===== src/include/hcring_macros.svh =====
// Build-time sizes for the host-to-device ring reader
// Shared by the package and by modules that need depths or intervals

`ifndef HCRING_MACROS_SVH
`define HCRING_MACROS_SVH

// Width of a ring index
// The ring holds 2**HCRING_IDX_BITS lines and wraps from the last line to the first
`define HCRING_IDX_BITS 8

// Width of one data line as returned by memory
`define HCRING_LINE_BITS 64

// Width of a line address on the memory request bus
`define HCRING_ADDR_BITS 32

// Number of reorder slots, which bounds the reads in flight
// Must be a power of two so the slot number fits the tag exactly
`define HCRING_SB_ENTRIES 16

// Consumed lines between periodic oldest-index reports to the host
`define HCRING_STATUS_INTERVAL 4

`endif


===== src/logic/hcring_pkg.sv =====
// Shared types of the host-to-device ring reader
// Index, address, line and reorder-tag types used across the design

`include "hcring_macros.svh"

package hcring_pkg;

    // ==============================
    // Ring and memory types
    // ==============================

    // Position inside the ring
    // Arithmetic on it wraps naturally because the ring is a power of two
    typedef logic [`HCRING_IDX_BITS-1:0] ring_idx_t;

    // Address of one line in host memory
    typedef logic [`HCRING_ADDR_BITS-1:0] line_addr_t;

    // One line of payload
    typedef logic [`HCRING_LINE_BITS-1:0] line_t;

    // ==============================
    // Reorder tag
    // ==============================

    // Bits needed to name one reorder slot
    localparam int SB_TAG_BITS = $clog2(`HCRING_SB_ENTRIES);

    // Reorder slot number
    // It travels with the read request and comes back on the response,
    // which is how an out-of-order answer finds its place
    typedef logic [SB_TAG_BITS-1:0] sb_tag_t;

endpackage


===== src/logic/hcring_mem_if.sv =====
// Memory read channel between the ring reader and the memory side
// Carries the held request with its grant and the tagged response strobe

interface hcring_mem_if;
    import hcring_pkg::*;

    // Request side
    // req, req_addr and req_tag stay stable until grant is seen with req
    logic       req;
    line_addr_t req_addr;
    sb_tag_t    req_tag;
    logic       grant;

    // Response side
    // One cycle strobe per granted tag, in any order and without back-pressure
    logic    rsp_valid;
    sb_tag_t rsp_tag;
    line_t   rsp_data;

    // The reader issues requests and takes responses
    modport reader (
        output req, req_addr, req_tag,
        input  grant,
        input  rsp_valid, rsp_tag, rsp_data
    );

    // The memory side grants requests and returns lines
    modport memory (
        input  req, req_addr, req_tag,
        output grant,
        output rsp_valid, rsp_tag, rsp_data
    );

endinterface


===== src/logic/fifo2.sv =====
// Two-entry FIFO with registered outputs
// Decouples a producer from a consumer that may stall

module fifo2 #(
    parameter type T = logic
) (
    input  logic clk,
    input  logic reset_n,
    input  logic enq_en,
    input  T     enq_data,
    output logic not_full,
    output T     first,
    input  logic deq_en,
    output logic not_empty
);
    // Entry 0 is the head, entry 1 waits behind it
    logic valid0;
    logic valid1;
    T     data1;

    assign not_empty = valid0;
    assign not_full  = !valid1;

    always_ff @(posedge clk)
    begin
        if (!reset_n)
        begin
            valid0 <= 1'b0;
            valid1 <= 1'b0;
        end
        else if (deq_en)
        begin
            // Second entry moves up, or a new entry goes straight to the head
            valid0 <= valid1 || enq_en;
            valid1 <= valid1 && enq_en;
        end
        else if (enq_en)
        begin
            valid0 <= 1'b1;
            valid1 <= valid0;
        end
    end

    // Head takes the waiting entry on a dequeue, else the incoming one when free
    always_ff @(posedge clk)
    begin
        if (deq_en)
        begin
            first <= valid1 ? data1 : enq_data;
        end
        else if (!valid0)
        begin
            first <= enq_data;
        end

        if (enq_en && (valid0 && !(deq_en && !valid1)))
        begin
            data1 <= enq_data;
        end
    end

    a_no_overflow: assert property (
        @(posedge clk) disable iff (!reset_n)
        enq_en |-> not_full
    ) else $error("fifo2: enqueue while full");

    a_no_underflow: assert property (
        @(posedge clk) disable iff (!reset_n)
        deq_en |-> not_empty
    ) else $error("fifo2: dequeue while empty");

endmodule


===== src/logic/reorder_scoreboard.sv =====
// Reorder scoreboard for out-of-order memory responses
// Slots are allocated in order, filled by tag and drained in order

`include "hcring_macros.svh"

module reorder_scoreboard #(
    parameter type T         = logic,
    parameter int  N_ENTRIES = `HCRING_SB_ENTRIES
) (
    input  logic                clk,
    input  logic                reset_n,
    input  logic                alloc_en,
    output logic                alloc_ready,
    output hcring_pkg::sb_tag_t alloc_tag,
    input  logic                fill_en,
    input  hcring_pkg::sb_tag_t fill_tag,
    input  T                    fill_data,
    input  logic                drain_en,
    output logic                head_valid,
    output T                    head_data
);
    import hcring_pkg::*;

    // Next slot to hand out and oldest slot still held
    sb_tag_t alloc_ptr;
    sb_tag_t drain_ptr;

    // Slot allocated to a request that has not drained yet
    logic [N_ENTRIES-1:0] allocated;
    // Response has landed in the slot
    logic [N_ENTRIES-1:0] filled;

    // Payload storage, written by tag and read at the drain pointer
    T slots [N_ENTRIES];

    // Step a slot pointer, wrapping at the last slot
    function automatic sb_tag_t next_slot(input sb_tag_t idx);
        if (idx == sb_tag_t'(N_ENTRIES - 1))
        begin
            return '0;
        end
        return idx + 1'b1;
    endfunction

    // ==============================
    // Allocation and drain
    // ==============================

    // The slot at the allocation pointer is free once its last user drained
    assign alloc_ready = !allocated[alloc_ptr];
    assign alloc_tag   = alloc_ptr;

    // Only a filled head may leave, which keeps the output in order
    assign head_valid = filled[drain_ptr];
    assign head_data  = slots[drain_ptr];

    always_ff @(posedge clk)
    begin
        if (!reset_n)
        begin
            alloc_ptr <= '0;
            drain_ptr <= '0;
            allocated <= '0;
            filled    <= '0;
        end
        else
        begin
            // Allocate, fill and drain never touch the same slot in one
            // cycle, since each needs a different state of that slot
            if (alloc_en)
            begin
                allocated[alloc_ptr] <= 1'b1;
                alloc_ptr            <= next_slot(alloc_ptr);
            end

            if (fill_en)
            begin
                filled[fill_tag] <= 1'b1;
            end

            if (drain_en)
            begin
                allocated[drain_ptr] <= 1'b0;
                filled[drain_ptr]    <= 1'b0;
                drain_ptr            <= next_slot(drain_ptr);
            end
        end
    end

    // Response payload lands in whatever slot its tag names
    always_ff @(posedge clk)
    begin
        if (fill_en)
        begin
            slots[fill_tag] <= fill_data;
        end
    end

    // A response must answer an outstanding request exactly once
    a_fill_outstanding: assert property (
        @(posedge clk) disable iff (!reset_n)
        fill_en |-> (allocated[fill_tag] && !filled[fill_tag])
    ) else $error("reorder_scoreboard: fill of slot %0d not awaiting data", fill_tag);

    // The requester must honour alloc_ready
    a_alloc_not_full: assert property (
        @(posedge clk) disable iff (!reset_n)
        alloc_en |-> alloc_ready
    ) else $error("reorder_scoreboard: allocation while all slots are in use");

endmodule


===== src/logic/ring_status.sv =====
// Ring configuration registers and consumed-position reports
// Holds the host's base and newest index, and strobes the oldest index back

`include "hcring_macros.svh"

module ring_status (
    input  logic                   clk,
    input  logic                   reset_n,
    input  logic                   base_wr,
    input  hcring_pkg::line_addr_t base_addr_in,
    input  logic                   newest_wr,
    input  hcring_pkg::ring_idx_t  newest_in,
    output hcring_pkg::line_addr_t base_addr,
    output hcring_pkg::ring_idx_t  newest_idx,
    input  hcring_pkg::ring_idx_t  oldest_idx,
    output logic                   status_valid,
    output hcring_pkg::ring_idx_t  status_idx
);
    import hcring_pkg::*;

    // ==============================
    // Host configuration
    // ==============================

    always_ff @(posedge clk)
    begin
        if (!reset_n)
        begin
            base_addr  <= '0;
            newest_idx <= '0;
        end
        else
        begin
            if (base_wr)
            begin
                base_addr <= base_addr_in;
            end
            if (newest_wr)
            begin
                newest_idx <= newest_in;
            end
        end
    end

    // ==============================
    // Oldest-index reports
    // ==============================

    // Oldest index as last told to the host
    ring_idx_t last_idx;
    // Lines consumed since that report, modulo the ring size
    ring_idx_t pending;
    logic      report;

    assign pending = oldest_idx - last_idx;

    // Report every few lines, and also when the ring has drained so the host
    // sees every slot free without waiting for a full interval
    assign report = (pending >= ring_idx_t'(`HCRING_STATUS_INTERVAL)) ||
                    ((pending != '0) && (oldest_idx == newest_idx));

    always_ff @(posedge clk)
    begin
        if (!reset_n)
        begin
            last_idx     <= '0;
            status_valid <= 1'b0;
            status_idx   <= '0;
        end
        else
        begin
            status_valid <= report;
            if (report)
            begin
                last_idx   <= oldest_idx;
                status_idx <= oldest_idx;
            end
        end
    end

endmodule


===== src/logic/ring_reader.sv =====
// Ring reader that fetches published lines from host memory
// Issues tagged reads, restores ring order and hands lines to the client

`include "hcring_macros.svh"

module ring_reader (
    input  logic                   clk,
    input  logic                   reset_n,
    hcring_mem_if.reader           mem,
    input  hcring_pkg::line_addr_t base_addr,
    input  hcring_pkg::ring_idx_t  newest_idx,
    output hcring_pkg::ring_idx_t  oldest_idx,
    output hcring_pkg::line_t      data,
    output logic                   data_valid,
    input  logic                   data_take
);
    import hcring_pkg::*;

    // Next ring position to request from memory
    ring_idx_t next_idx;

    // Scoreboard allocation and head signals
    logic    slot_ready;
    sb_tag_t slot_tag;
    logic    head_valid;
    line_t   head_data;

    // Output buffer state
    logic buf_not_full;
    logic drain_en;

    // ==============================
    // Memory read requests
    // ==============================

    // Request while the host has published lines we have not asked for and
    // a reorder slot is free to receive the answer
    assign mem.req = (next_idx != newest_idx) && slot_ready;

    // The index is added to the base rather than replacing its low bits,
    // so the ring only has to be a power of two in size, not aligned
    assign mem.req_addr = base_addr + line_addr_t'(next_idx);

    // The tag is the slot that the grant allocates
    assign mem.req_tag = slot_tag;

    // A grant moves on to the next ring line
    always_ff @(posedge clk)
    begin
        if (!reset_n)
        begin
            next_idx <= '0;
        end
        else if (mem.grant)
        begin
            next_idx <= next_idx + 1'b1;
        end
    end

    // ==============================
    // Reordering and output
    // ==============================

    // Move the head line into the buffer as soon as it has arrived and
    // there is room for it
    assign drain_en = head_valid && buf_not_full;

    reorder_scoreboard #(
        .T         (line_t),
        .N_ENTRIES (`HCRING_SB_ENTRIES)
    ) u_scoreboard (
        .clk         (clk),
        .reset_n     (reset_n),
        .alloc_en    (mem.grant),
        .alloc_ready (slot_ready),
        .alloc_tag   (slot_tag),
        .fill_en     (mem.rsp_valid),
        .fill_tag    (mem.rsp_tag),
        .fill_data   (mem.rsp_data),
        .drain_en    (drain_en),
        .head_valid  (head_valid),
        .head_data   (head_data)
    );

    // Buffer toward the client so the scoreboard read stays off its path
    fifo2 #(
        .T (line_t)
    ) u_out_buf (
        .clk       (clk),
        .reset_n   (reset_n),
        .enq_en    (drain_en),
        .enq_data  (head_data),
        .not_full  (buf_not_full),
        .first     (data),
        .deq_en    (data_take && data_valid),
        .not_empty (data_valid)
    );

    // The oldest pointer moves as lines leave the scoreboard in ring order
    // The host may reuse every slot behind it
    always_ff @(posedge clk)
    begin
        if (!reset_n)
        begin
            oldest_idx <= '0;
        end
        else if (drain_en)
        begin
            oldest_idx <= oldest_idx + 1'b1;
        end
    end

    // The memory side may only grant what we are asking for
    a_grant_needs_req: assert property (
        @(posedge clk) disable iff (!reset_n)
        mem.grant |-> mem.req
    ) else $error("ring_reader: memory grant without a request");

endmodule


===== src/logic/hcring_top.sv =====
// Top level of the host-to-device ring reader
// Joins the status registers and the reader, and exposes the memory channel

module hcring_top (
    input  logic                   clk,
    input  logic                   reset_n,
    input  logic                   base_wr,
    input  hcring_pkg::line_addr_t base_addr,
    input  logic                   newest_wr,
    input  hcring_pkg::ring_idx_t  newest_idx,
    output logic                   mem_req,
    output hcring_pkg::line_addr_t mem_req_addr,
    output hcring_pkg::sb_tag_t    mem_req_tag,
    input  logic                   mem_grant,
    input  logic                   mem_rsp_valid,
    input  hcring_pkg::sb_tag_t    mem_rsp_tag,
    input  hcring_pkg::line_t      mem_rsp_data,
    output hcring_pkg::line_t      data,
    output logic                   data_valid,
    input  logic                   data_take,
    output logic                   status_valid,
    output hcring_pkg::ring_idx_t  status_idx
);
    import hcring_pkg::*;

    // Registered ring configuration and the consumed position
    line_addr_t ring_base;
    ring_idx_t  ring_newest;
    ring_idx_t  ring_oldest;

    hcring_mem_if mem_if ();

    // Memory side of the channel goes out on plain ports
    assign mem_req          = mem_if.req;
    assign mem_req_addr     = mem_if.req_addr;
    assign mem_req_tag      = mem_if.req_tag;
    assign mem_if.grant     = mem_grant;
    assign mem_if.rsp_valid = mem_rsp_valid;
    assign mem_if.rsp_tag   = mem_rsp_tag;
    assign mem_if.rsp_data  = mem_rsp_data;

    ring_status u_status (
        .clk          (clk),
        .reset_n      (reset_n),
        .base_wr      (base_wr),
        .base_addr_in (base_addr),
        .newest_wr    (newest_wr),
        .newest_in    (newest_idx),
        .base_addr    (ring_base),
        .newest_idx   (ring_newest),
        .oldest_idx   (ring_oldest),
        .status_valid (status_valid),
        .status_idx   (status_idx)
    );

    ring_reader u_reader (
        .clk        (clk),
        .reset_n    (reset_n),
        .mem        (mem_if),
        .base_addr  (ring_base),
        .newest_idx (ring_newest),
        .oldest_idx (ring_oldest),
        .data       (data),
        .data_valid (data_valid),
        .data_take  (data_take)
    );

endmodule


===== config.mk =====
export PLATFORM = sky130hd
export DESIGN_NAME = hcring_top
export DESIGN_NICKNAME = d
export VERILOG_FILES = /design/src/logic/hcring_pkg.sv /design/src/logic/hcring_mem_if.sv /design/src/logic/fifo2.sv /design/src/logic/reorder_scoreboard.sv /design/src/logic/ring_status.sv /design/src/logic/ring_reader.sv /design/src/logic/hcring_top.sv
export VERILOG_INCLUDE_DIRS = /design/src /design/src/include
export SDC_FILE = /design/constraint.sdc
export NUM_CORES = 1
export LEC_CHECK = 0
export BUFFER_PORTS_ARGS = -buffer_cell sky130_fd_sc_hd__buf_2
export CELL_PAD_IN_SITES_DETAIL_PLACEMENT = 1
export CELL_PAD_IN_SITES_GLOBAL_PLACEMENT = 1
export CORE_MARGIN = 2
export CORE_UTILIZATION = 30
export DETAILED_ROUTE_END_ITERATION = 10
export MAX_ROUTING_LAYER = met4
export PLACE_DENSITY = 0.52
export SLEW_MARGIN = 20
export SYNTH_ARGS = -nofsm -noshare
export SYNTH_HDL_FRONTEND = slang
export SYNTH_HIERARCHICAL = 1
export SYNTH_SLANG_ARGS = --single-unit

===== constraint.sdc =====
create_clock -name clk -period 10.79 [get_ports clk]
set_clock_uncertainty 0.2 [all_clocks]
set_input_delay 0.5395 -clock clk [delete_from_list [all_inputs] [get_ports clk]]
set_output_delay 0.5395 -clock clk [all_outputs]
set_load 0.005 [all_outputs]

==> results.json, run 1 <==
{
  "status": "finished, final reports clean",
  "cts_root_buf": "clkbuf_16",
  "wl_um": 135000,
  "htree_levels": 4,
  "drv_cap": 0,
  "r2r_cells": 8,
  "setup_viol": 0,
  "path_class": "register to register",
  "first_pass_iters": 5,
  "chipHeight_um": 409,
  "holdCritPathClass": "input port to register",
  "drc": 0,
  "io_buffers": 225,
  "netlist_instances": 2449,
  "grt-ovfl-total": 0,
  "stdcell_count": 5155,
  "p_total_mw": 10.5,
  "worst_setup_path_start_kind": "register",
  "fin_area_sq_um": 58600,
  "ant_nets": 0,
  "drive_gt1_frac": 0.280,
  "vias": 25300,
  "p_per_area_nw_per_um2": 179,
  "async_flop_share": 0,
  "wl_per_cell_um": 26.3,
  "maxSlewHeadroom": 0.244,
  "whs_path_depth": 3,
  "fillers": 16000,
  "tightest_slew_ns": 1.13,
  "critPathArrivalTime_ns": 4.42,
  "cp-startpoint": "u_reader/u_scoreboard/drain_ptr[0]$_SDFFE_PN0P_",
  "die_area_sq_um": 167000,
  "postCtsSetupRepairBufs": 0,
  "cts.reportedPaths.clkPinSlew_ns": 0.06,
  "period_needed_ns": 4.22,
  "grt_use_total": 0.166,
  "ys_seq_area_frac": 0.748,
  "pre_cts_slack_ns": 6.48,
  "routabilityCongestion": 0.735,
  "drv_slew": 0,
  "cts_tree": "built",
  "synth-edff-count": 1152,
  "cts_sinks": 1263,
  "cts_resized": 0,
  "synth_top_cell_area_share": 0.703,
  "syn_area_sq_um": 49200,
  "synth_nets": 2591,
  "grt_pass1_wl_um": 196000,
  "utilization": 0.360,
  "max_freq_mhz": 237,
  "min-delay-start": "mem_rsp_tag[3]",
  "endpoint": "u_reader/u_out_buf/data1[30]$_DFFE_PP_",
  "die_x_um": 409,
  "cts_made_buffers": 142,
  "p_leak_nw": 19.1,
  "postPlaceCellArea_sq_um": 53000,
  "hold_viol_final": 0,
  "worst-r2r-setup-slack_ns": 6.57,
  "tns_ns": 0,
  "grt_pass1_vias": 27400,
  "drt_iter0_drc": 1743,
  "synth_area_leaders": "edfxtp_1, mux4_2, dfxtp_1, a22oi_1, mux2_4",
  "finalCritPeriodShare": 0.391,
  "viasPerCell": 4.91,
  "synth_top_area_cell": "edfxtp_1",
  "synth_cell_type_count": 61,
  "synth_seq_cells": 1263,
  "rsz0062_at_grt": "no",
  "post_synth.cell_area_avg_sq_um": 20.1,
  "area_growth_pct": 19.1,
  "r2r_start": "u_reader/u_scoreboard/drain_ptr[0]$_SDFFE_PN0P_",
  "setup_ws_ns": 6.57,
  "cts_max_path_buffers": 3,
  "reg2reg_to": "u_reader/u_out_buf/data1[30]$_DFFE_PP_",
  "dp_cells": 4777,
  "initial_core_util": 0.302,
  "required_ns": 10.98,
  "hold_buffers": 114,
  "row_count": 148,
  "fin_nets": 3002,
  "antenna_found_initial": 16,
  "peakVddDrop_uv": 160,
  "grt_max_degree": 130,
  "synth_ff_type": "edfxtp_1",
  "holdWs_ns": 0.0885,
  "ioPinCount": 226,
  "dp_hpwl_um": 70100,
  "clk_latency_ns": 0.77,
  "end_kind": "register",
  "cp_max_fo": 34,
  "yosys_warnings": 6,
  "coreArea_sq_um": 163000
}
## sequential cells by signal, summed over array words and instances (netlist names), named ones only
register and count:
u_status/status_valid 1, u_status/base_addr 32, u_reader/u_out_buf/data1 64, u_reader/next_idx 8
u_reader/u_scoreboard/alloc_tag 4, u_status/newest_idx 8, u_reader/u_scoreboard/allocated 16, u_reader/u_scoreboard/slots 1024
u_status/last_idx 8, u_reader/u_out_buf/first 64, u_reader/u_scoreboard/drain_ptr 4, u_reader/u_scoreboard/filled 16
u_reader/oldest_idx 8, u_reader/u_out_buf/not_empty 1, u_reader/u_out_buf/valid1 1
## worst max-delay path, cell delays in order, from the launching register on
cell	delay [ns]
dfxtp_1	0.61
mux4_2	0.33
mux2i_1	0.07
mux2i_1	0.17
and2_1	0.64
nand2_1	0.24
a21oi_4	0.15
buf_4	0.60
buf_4	0.76
## worst min path at each step
stage	slack, ns	endpoint
after floorplan	0.23	u_reader/u_scoreboard/allocated[10]$_SDFF_PN0_
after global placement	0.25	u_reader/u_scoreboard/filled[15]$_SDFF_PN0_
after detailed placement	0.26	u_reader/u_scoreboard/filled[6]$_SDFF_PN0_
after CTS	0.007	u_reader/u_scoreboard/filled[13]$_SDFF_PN0_
after global routing	0.08	u_reader/u_scoreboard/filled[12]$_SDFF_PN0_
final	0.09	u_reader/u_scoreboard/filled[13]$_SDFF_PN0_
## cells by family (layout without fill, tap and decap cells)
| group | Yosys count | count (layout) | share of synthesized area |
|---|---|---|---|
| other | 0 | 11 | 0 |
| muxes | 388 | 388 | 0.151 |
| and+or+nand+nor | 324 | 324 | 0.0339 |
| DFF | 1263 | 1263 | 0.748 |
| buffers and inverters | 144 | 664 | 0.0150 |
| AOI/OAI and AO/OA | 243 | 243 | 0.0334 |
| adders and majority gates | 27 | 27 | 0.00717 |
| xor gates and xnor gates | 60 | 60 | 0.0107 |
## layout by cell type (no fill, tap or decap), types with 16 or more instances in the layout
cell,n
mux2i_1,59
o21ai_0,25
clkbuf_1,40
nor2b_1,49
mux4_2,264
clkinv_2,21
inv_1,21
dfxtp_1,109
mux2_2,16
xor2_1,33
nand3_1,17
a22oi_1,128
nand2_1,108
buf_2,225
mux2_4,49
buf_4,47
clkinv_1,24
dlygate4sd3_1,114
ha_1,25
nor2_1,42
clkbuf_16,143
a21oi_1,49
xnor2_1,27
edfxtp_1,1152
## cell usage after synthesis, types with 4 or more instances
| cell | count |
|---|---|
| o21ai_0 | 25 |
| buf_6 | 20 |
| mux2i_1 | 59 |
| nor3_1 | 11 |
| and3_1 | 6 |
| nor2_1 | 55 |
| and2_1 | 16 |
| buf_1 | 18 |
| a21oi_1 | 50 |
| mux2_2 | 16 |
| buf_4 | 6 |
| a31oi_1 | 8 |
| nand3_1 | 17 |
| buf_2 | 18 |
| edfxtp_1 | 1152 |
| nor2b_1 | 51 |
| a22oi_1 | 128 |
| a21boi_0 | 9 |
| or3_1 | 5 |
| ha_1 | 25 |
| nand3b_1 | 4 |
| nor3b_1 | 5 |
| nand4_1 | 15 |
| dfxtp_1 | 111 |
| mux2_4 | 49 |
| xor2_1 | 33 |
| xnor2_1 | 27 |
| nand2b_1 | 7 |
| and3b_1 | 4 |
| clkbuf_1 | 60 |
| inv_1 | 21 |
| nand2_1 | 109 |
| mux4_2 | 264 |
| a211oi_1 | 5 |
## metal layers
layer	global-route usage	part of all wire
met4	0.0386	0.016
met1	0.217	0.44
met5	-	0
met3	0.0331	0.050
met2	0.268	0.49
## where the power goes
part           internal [mW]  switching (mW)  leakage (nW)
clock network           2.66            1.99          2.16
registers               5.44          0.0479          11.4
logic                  0.157           0.205          5.53
total                   8.26            2.24          19.1
## layout make-up
cell class / instances / area (sq um) / area share
clock inverter: 69 / 719 / 0.0123
antenna: 11 / 27.5 / 0.000470
inverter: 22 / 82.6 / 0.00141
multi-input combinational: 1042 / 11800 / 0.201
tap: 2175 / 2720 / 0.0464
clock buffer: 184 / 3740 / 0.0639
sequential: 1263 / 36800 / 0.628
timing repair buffer: 389 / 2670 / 0.0456
Power figures use the tool's default switching activity.
==> inputs of run 2 (changes only) <==
Settings changed: PLACE_DENSITY 0.52 to 0.54.
Clock period 10.79 ns to 3.8 ns, I/O delays scaled along.
==> results.json, run 2 (synthesized netlist as in run 1, its figures left out) <==
{
  "end_kind": "primary output",
  "wl_per_cell_um": 25.2,
  "grt_max_degree": 75,
  "clk_latency_ns": 0.76,
  "row_count": 148,
  "p_per_area_nw_per_um2": 501,
  "tns_ns": 0,
  "drt_iter0_drc": 1695,
  "ant_nets": 0,
  "grt_use_total": 0.163,
  "cts_made_buffers": 142,
  "grt_pass1_vias": 28100,
  "grt-ovfl-total": 0,
  "maxSlewHeadroom": 0.311,
  "p_switching_mw": 6.32,
  "multiInputGateArea_sq_um": 11800,
  "layout_commonest_cell": "edfxtp_1",
  "r2r_cells": 8,
  "seq_power_share": 0.520,
  "tightest_slew_ns": 1.03,
  "io_buffers": 225,
  "vias": 25600,
  "period_needed_ns": 3.59,
  "first_pass_iters": 5,
  "whs_path_depth": 3,
  "stdcell_count": 5256,
  "required_ns": 3.41,
  "viasPerCell": 4.87,
  "htree_levels": 4,
  "initial_core_util": 0.302,
  "final_cell_mix": "edfxtp_1, mux4_2, buf_2",
  "wl_um": 133000,
  "area_growth_pct": 21.6,
  "status": "finished, final reports clean",
  "fillers": 16000,
  "max_freq_mhz": 279,
  "fin_area_sq_um": 59800,
  "cts_tree": "built",
  "cts.reportedPaths.clkPinSlew_ns": 0.06,
  "ioPinCount": 226,
  "dp_hpwl_um": 73800,
  "netSwitchingFraction": 0.211,
  "drv_cap": 0,
  "largest_register_ffs": 1024,
  "cts_sinks": 1263,
  "hold_viol_final": 0,
  "p_comb_frac": 0.037,
  "die_area_sq_um": 167000,
  "cts_max_path_buffers": 3,
  "peakVddDrop_uv": 451,
  "largestRegisters": "u_reader/u_scoreboard/slots x1024, u_reader/u_out_buf/data1 x64, u_reader/u_out_buf/first x64",
  "drv_slew": 0,
  "worst_setup_path_start_kind": "register",
  "setup_viol": 0,
  "antenna_found_initial": 12,
  "drive_gt1_frac": 0.284,
  "regArea_sq_um": 36800,
  "critPathArrivalTime_ns": 3.20,
  "routabilityCongestion": 0.772,
  "largest_register": "u_reader/u_scoreboard/slots",
  "rsz0062_at_grt": "no",
  "drc": 0,
  "holdCritPathClass": "input port to register",
  "die_x_um": 409,
  "finalCritPeriodShare": 0.944,
  "p_leak_nw": 19.6,
  "power_frac_clock": 0.443,
  "fin_nets": 3100,
  "cts_root_buf": "clkbuf_16",
  "dp_cells": 4801,
  "postPlaceCellArea_sq_um": 53400,
  "grt_pass1_wl_um": 194000,
  "coreArea_sq_um": 163000,
  "chipHeight_um": 409,
  "intPower_mw": 23.6,
  "cp_max_fo": 6,
  "path_class": "register to primary output"
}
run 2: cell count changes in the layout (fill, tap and decap cells not counted), sizes merged, moves of 3 or more:
| cell | previous run | this run |
|---|---|---|
| dlygate4sd3 | 114 | 183 |
| buf | 275 | 304 |
| clkinv | 52 | 62 |
| clkbuf | 184 | 176 |
| diode | 11 | 7 |
| inv | 27 | 30 |
run 2: path summary, 6_finish.rpt:
check	from	to	slack (ns)
min reg2reg	u_reader/u_scoreboard/allocated[3]$_SDFF_PN0_	u_reader/u_scoreboard/allocated[3]$_SDFF_PN0_	0.26
max reg2reg	u_reader/u_scoreboard/drain_ptr[0]$_SDFFE_PN0P_	u_reader/u_scoreboard/filled[14]$_SDFF_PN0_	0.76
min	base_wr	u_status/base_addr[8]$_SDFFE_PN0P_	0.04
max	u_reader/next_idx[0]$_SDFFE_PN0P_	mem_req_addr[24]	0.21
run 2: repair_timing:
action                     4_1_cts  5_1_grt
setup endpoints to repair       11        9
pin swaps                        1        0
buffers inserted                 5        0
hold buffers                   183        0
resized for setup                1        3
gates cloned                     0        0
hold endpoints to repair      1123        0
run 2: metrics by stage:
stage	hold slack [ns]	setup slack, ns	util	power (mW)
after floorplan	0.0889	-1.79	-	16.3
after detailed placement	0.255	0.663	0.328	16.8
final	0.0419	0.215	0.368	30.0
after global placement	0.247	0.734	0.328	16.8
after global routing	0.0444	0.0233	0.368	31.0
after CTS	0.000628	0.0184	0.367	30.4
run 2: area by class of cell:
cell class | instances | area share
Inverter | 22 | 0.00138
Antenna cell | 7 | 0.000293
Multi-Input combinational cell | 1042 | 0.198
Timing Repair Buffer | 487 | 0.0646
Sequential cell | 1263 | 0.615
Tap cell | 2175 | 0.0455
Clock buffer | 176 | 0.0634
Clock inverter | 84 | 0.0119
run 2: power by group through the flow:
stage               clock [mW]  combinational (mW)  sequential [mW]
floorplan                    0               0.489             15.8
global placement             0               0.923             15.9
detailed placement           0               0.961             15.9
CTS                       13.7                1.14             15.6
global route              14.2                1.22             15.6
finish                    13.3                1.11             15.6
run 2: per-layer routing:
metal,wire [um],GRT usage
met4,2860,0.0442
met5,0,-
met1,56700,0.206
met3,6010,0.0282
met2,66900,0.272
run 2: critical path, stage by stage, from the launching register on:
cell      delay (ns)
dfxtp_1         0.37
ha_1            0.24
fa_1            0.41
a21oi_1         0.25
o21ai_1         0.17
a211oi_2        0.51
or3_4           0.23
xnor2_1         0.11
buf_2           0.14
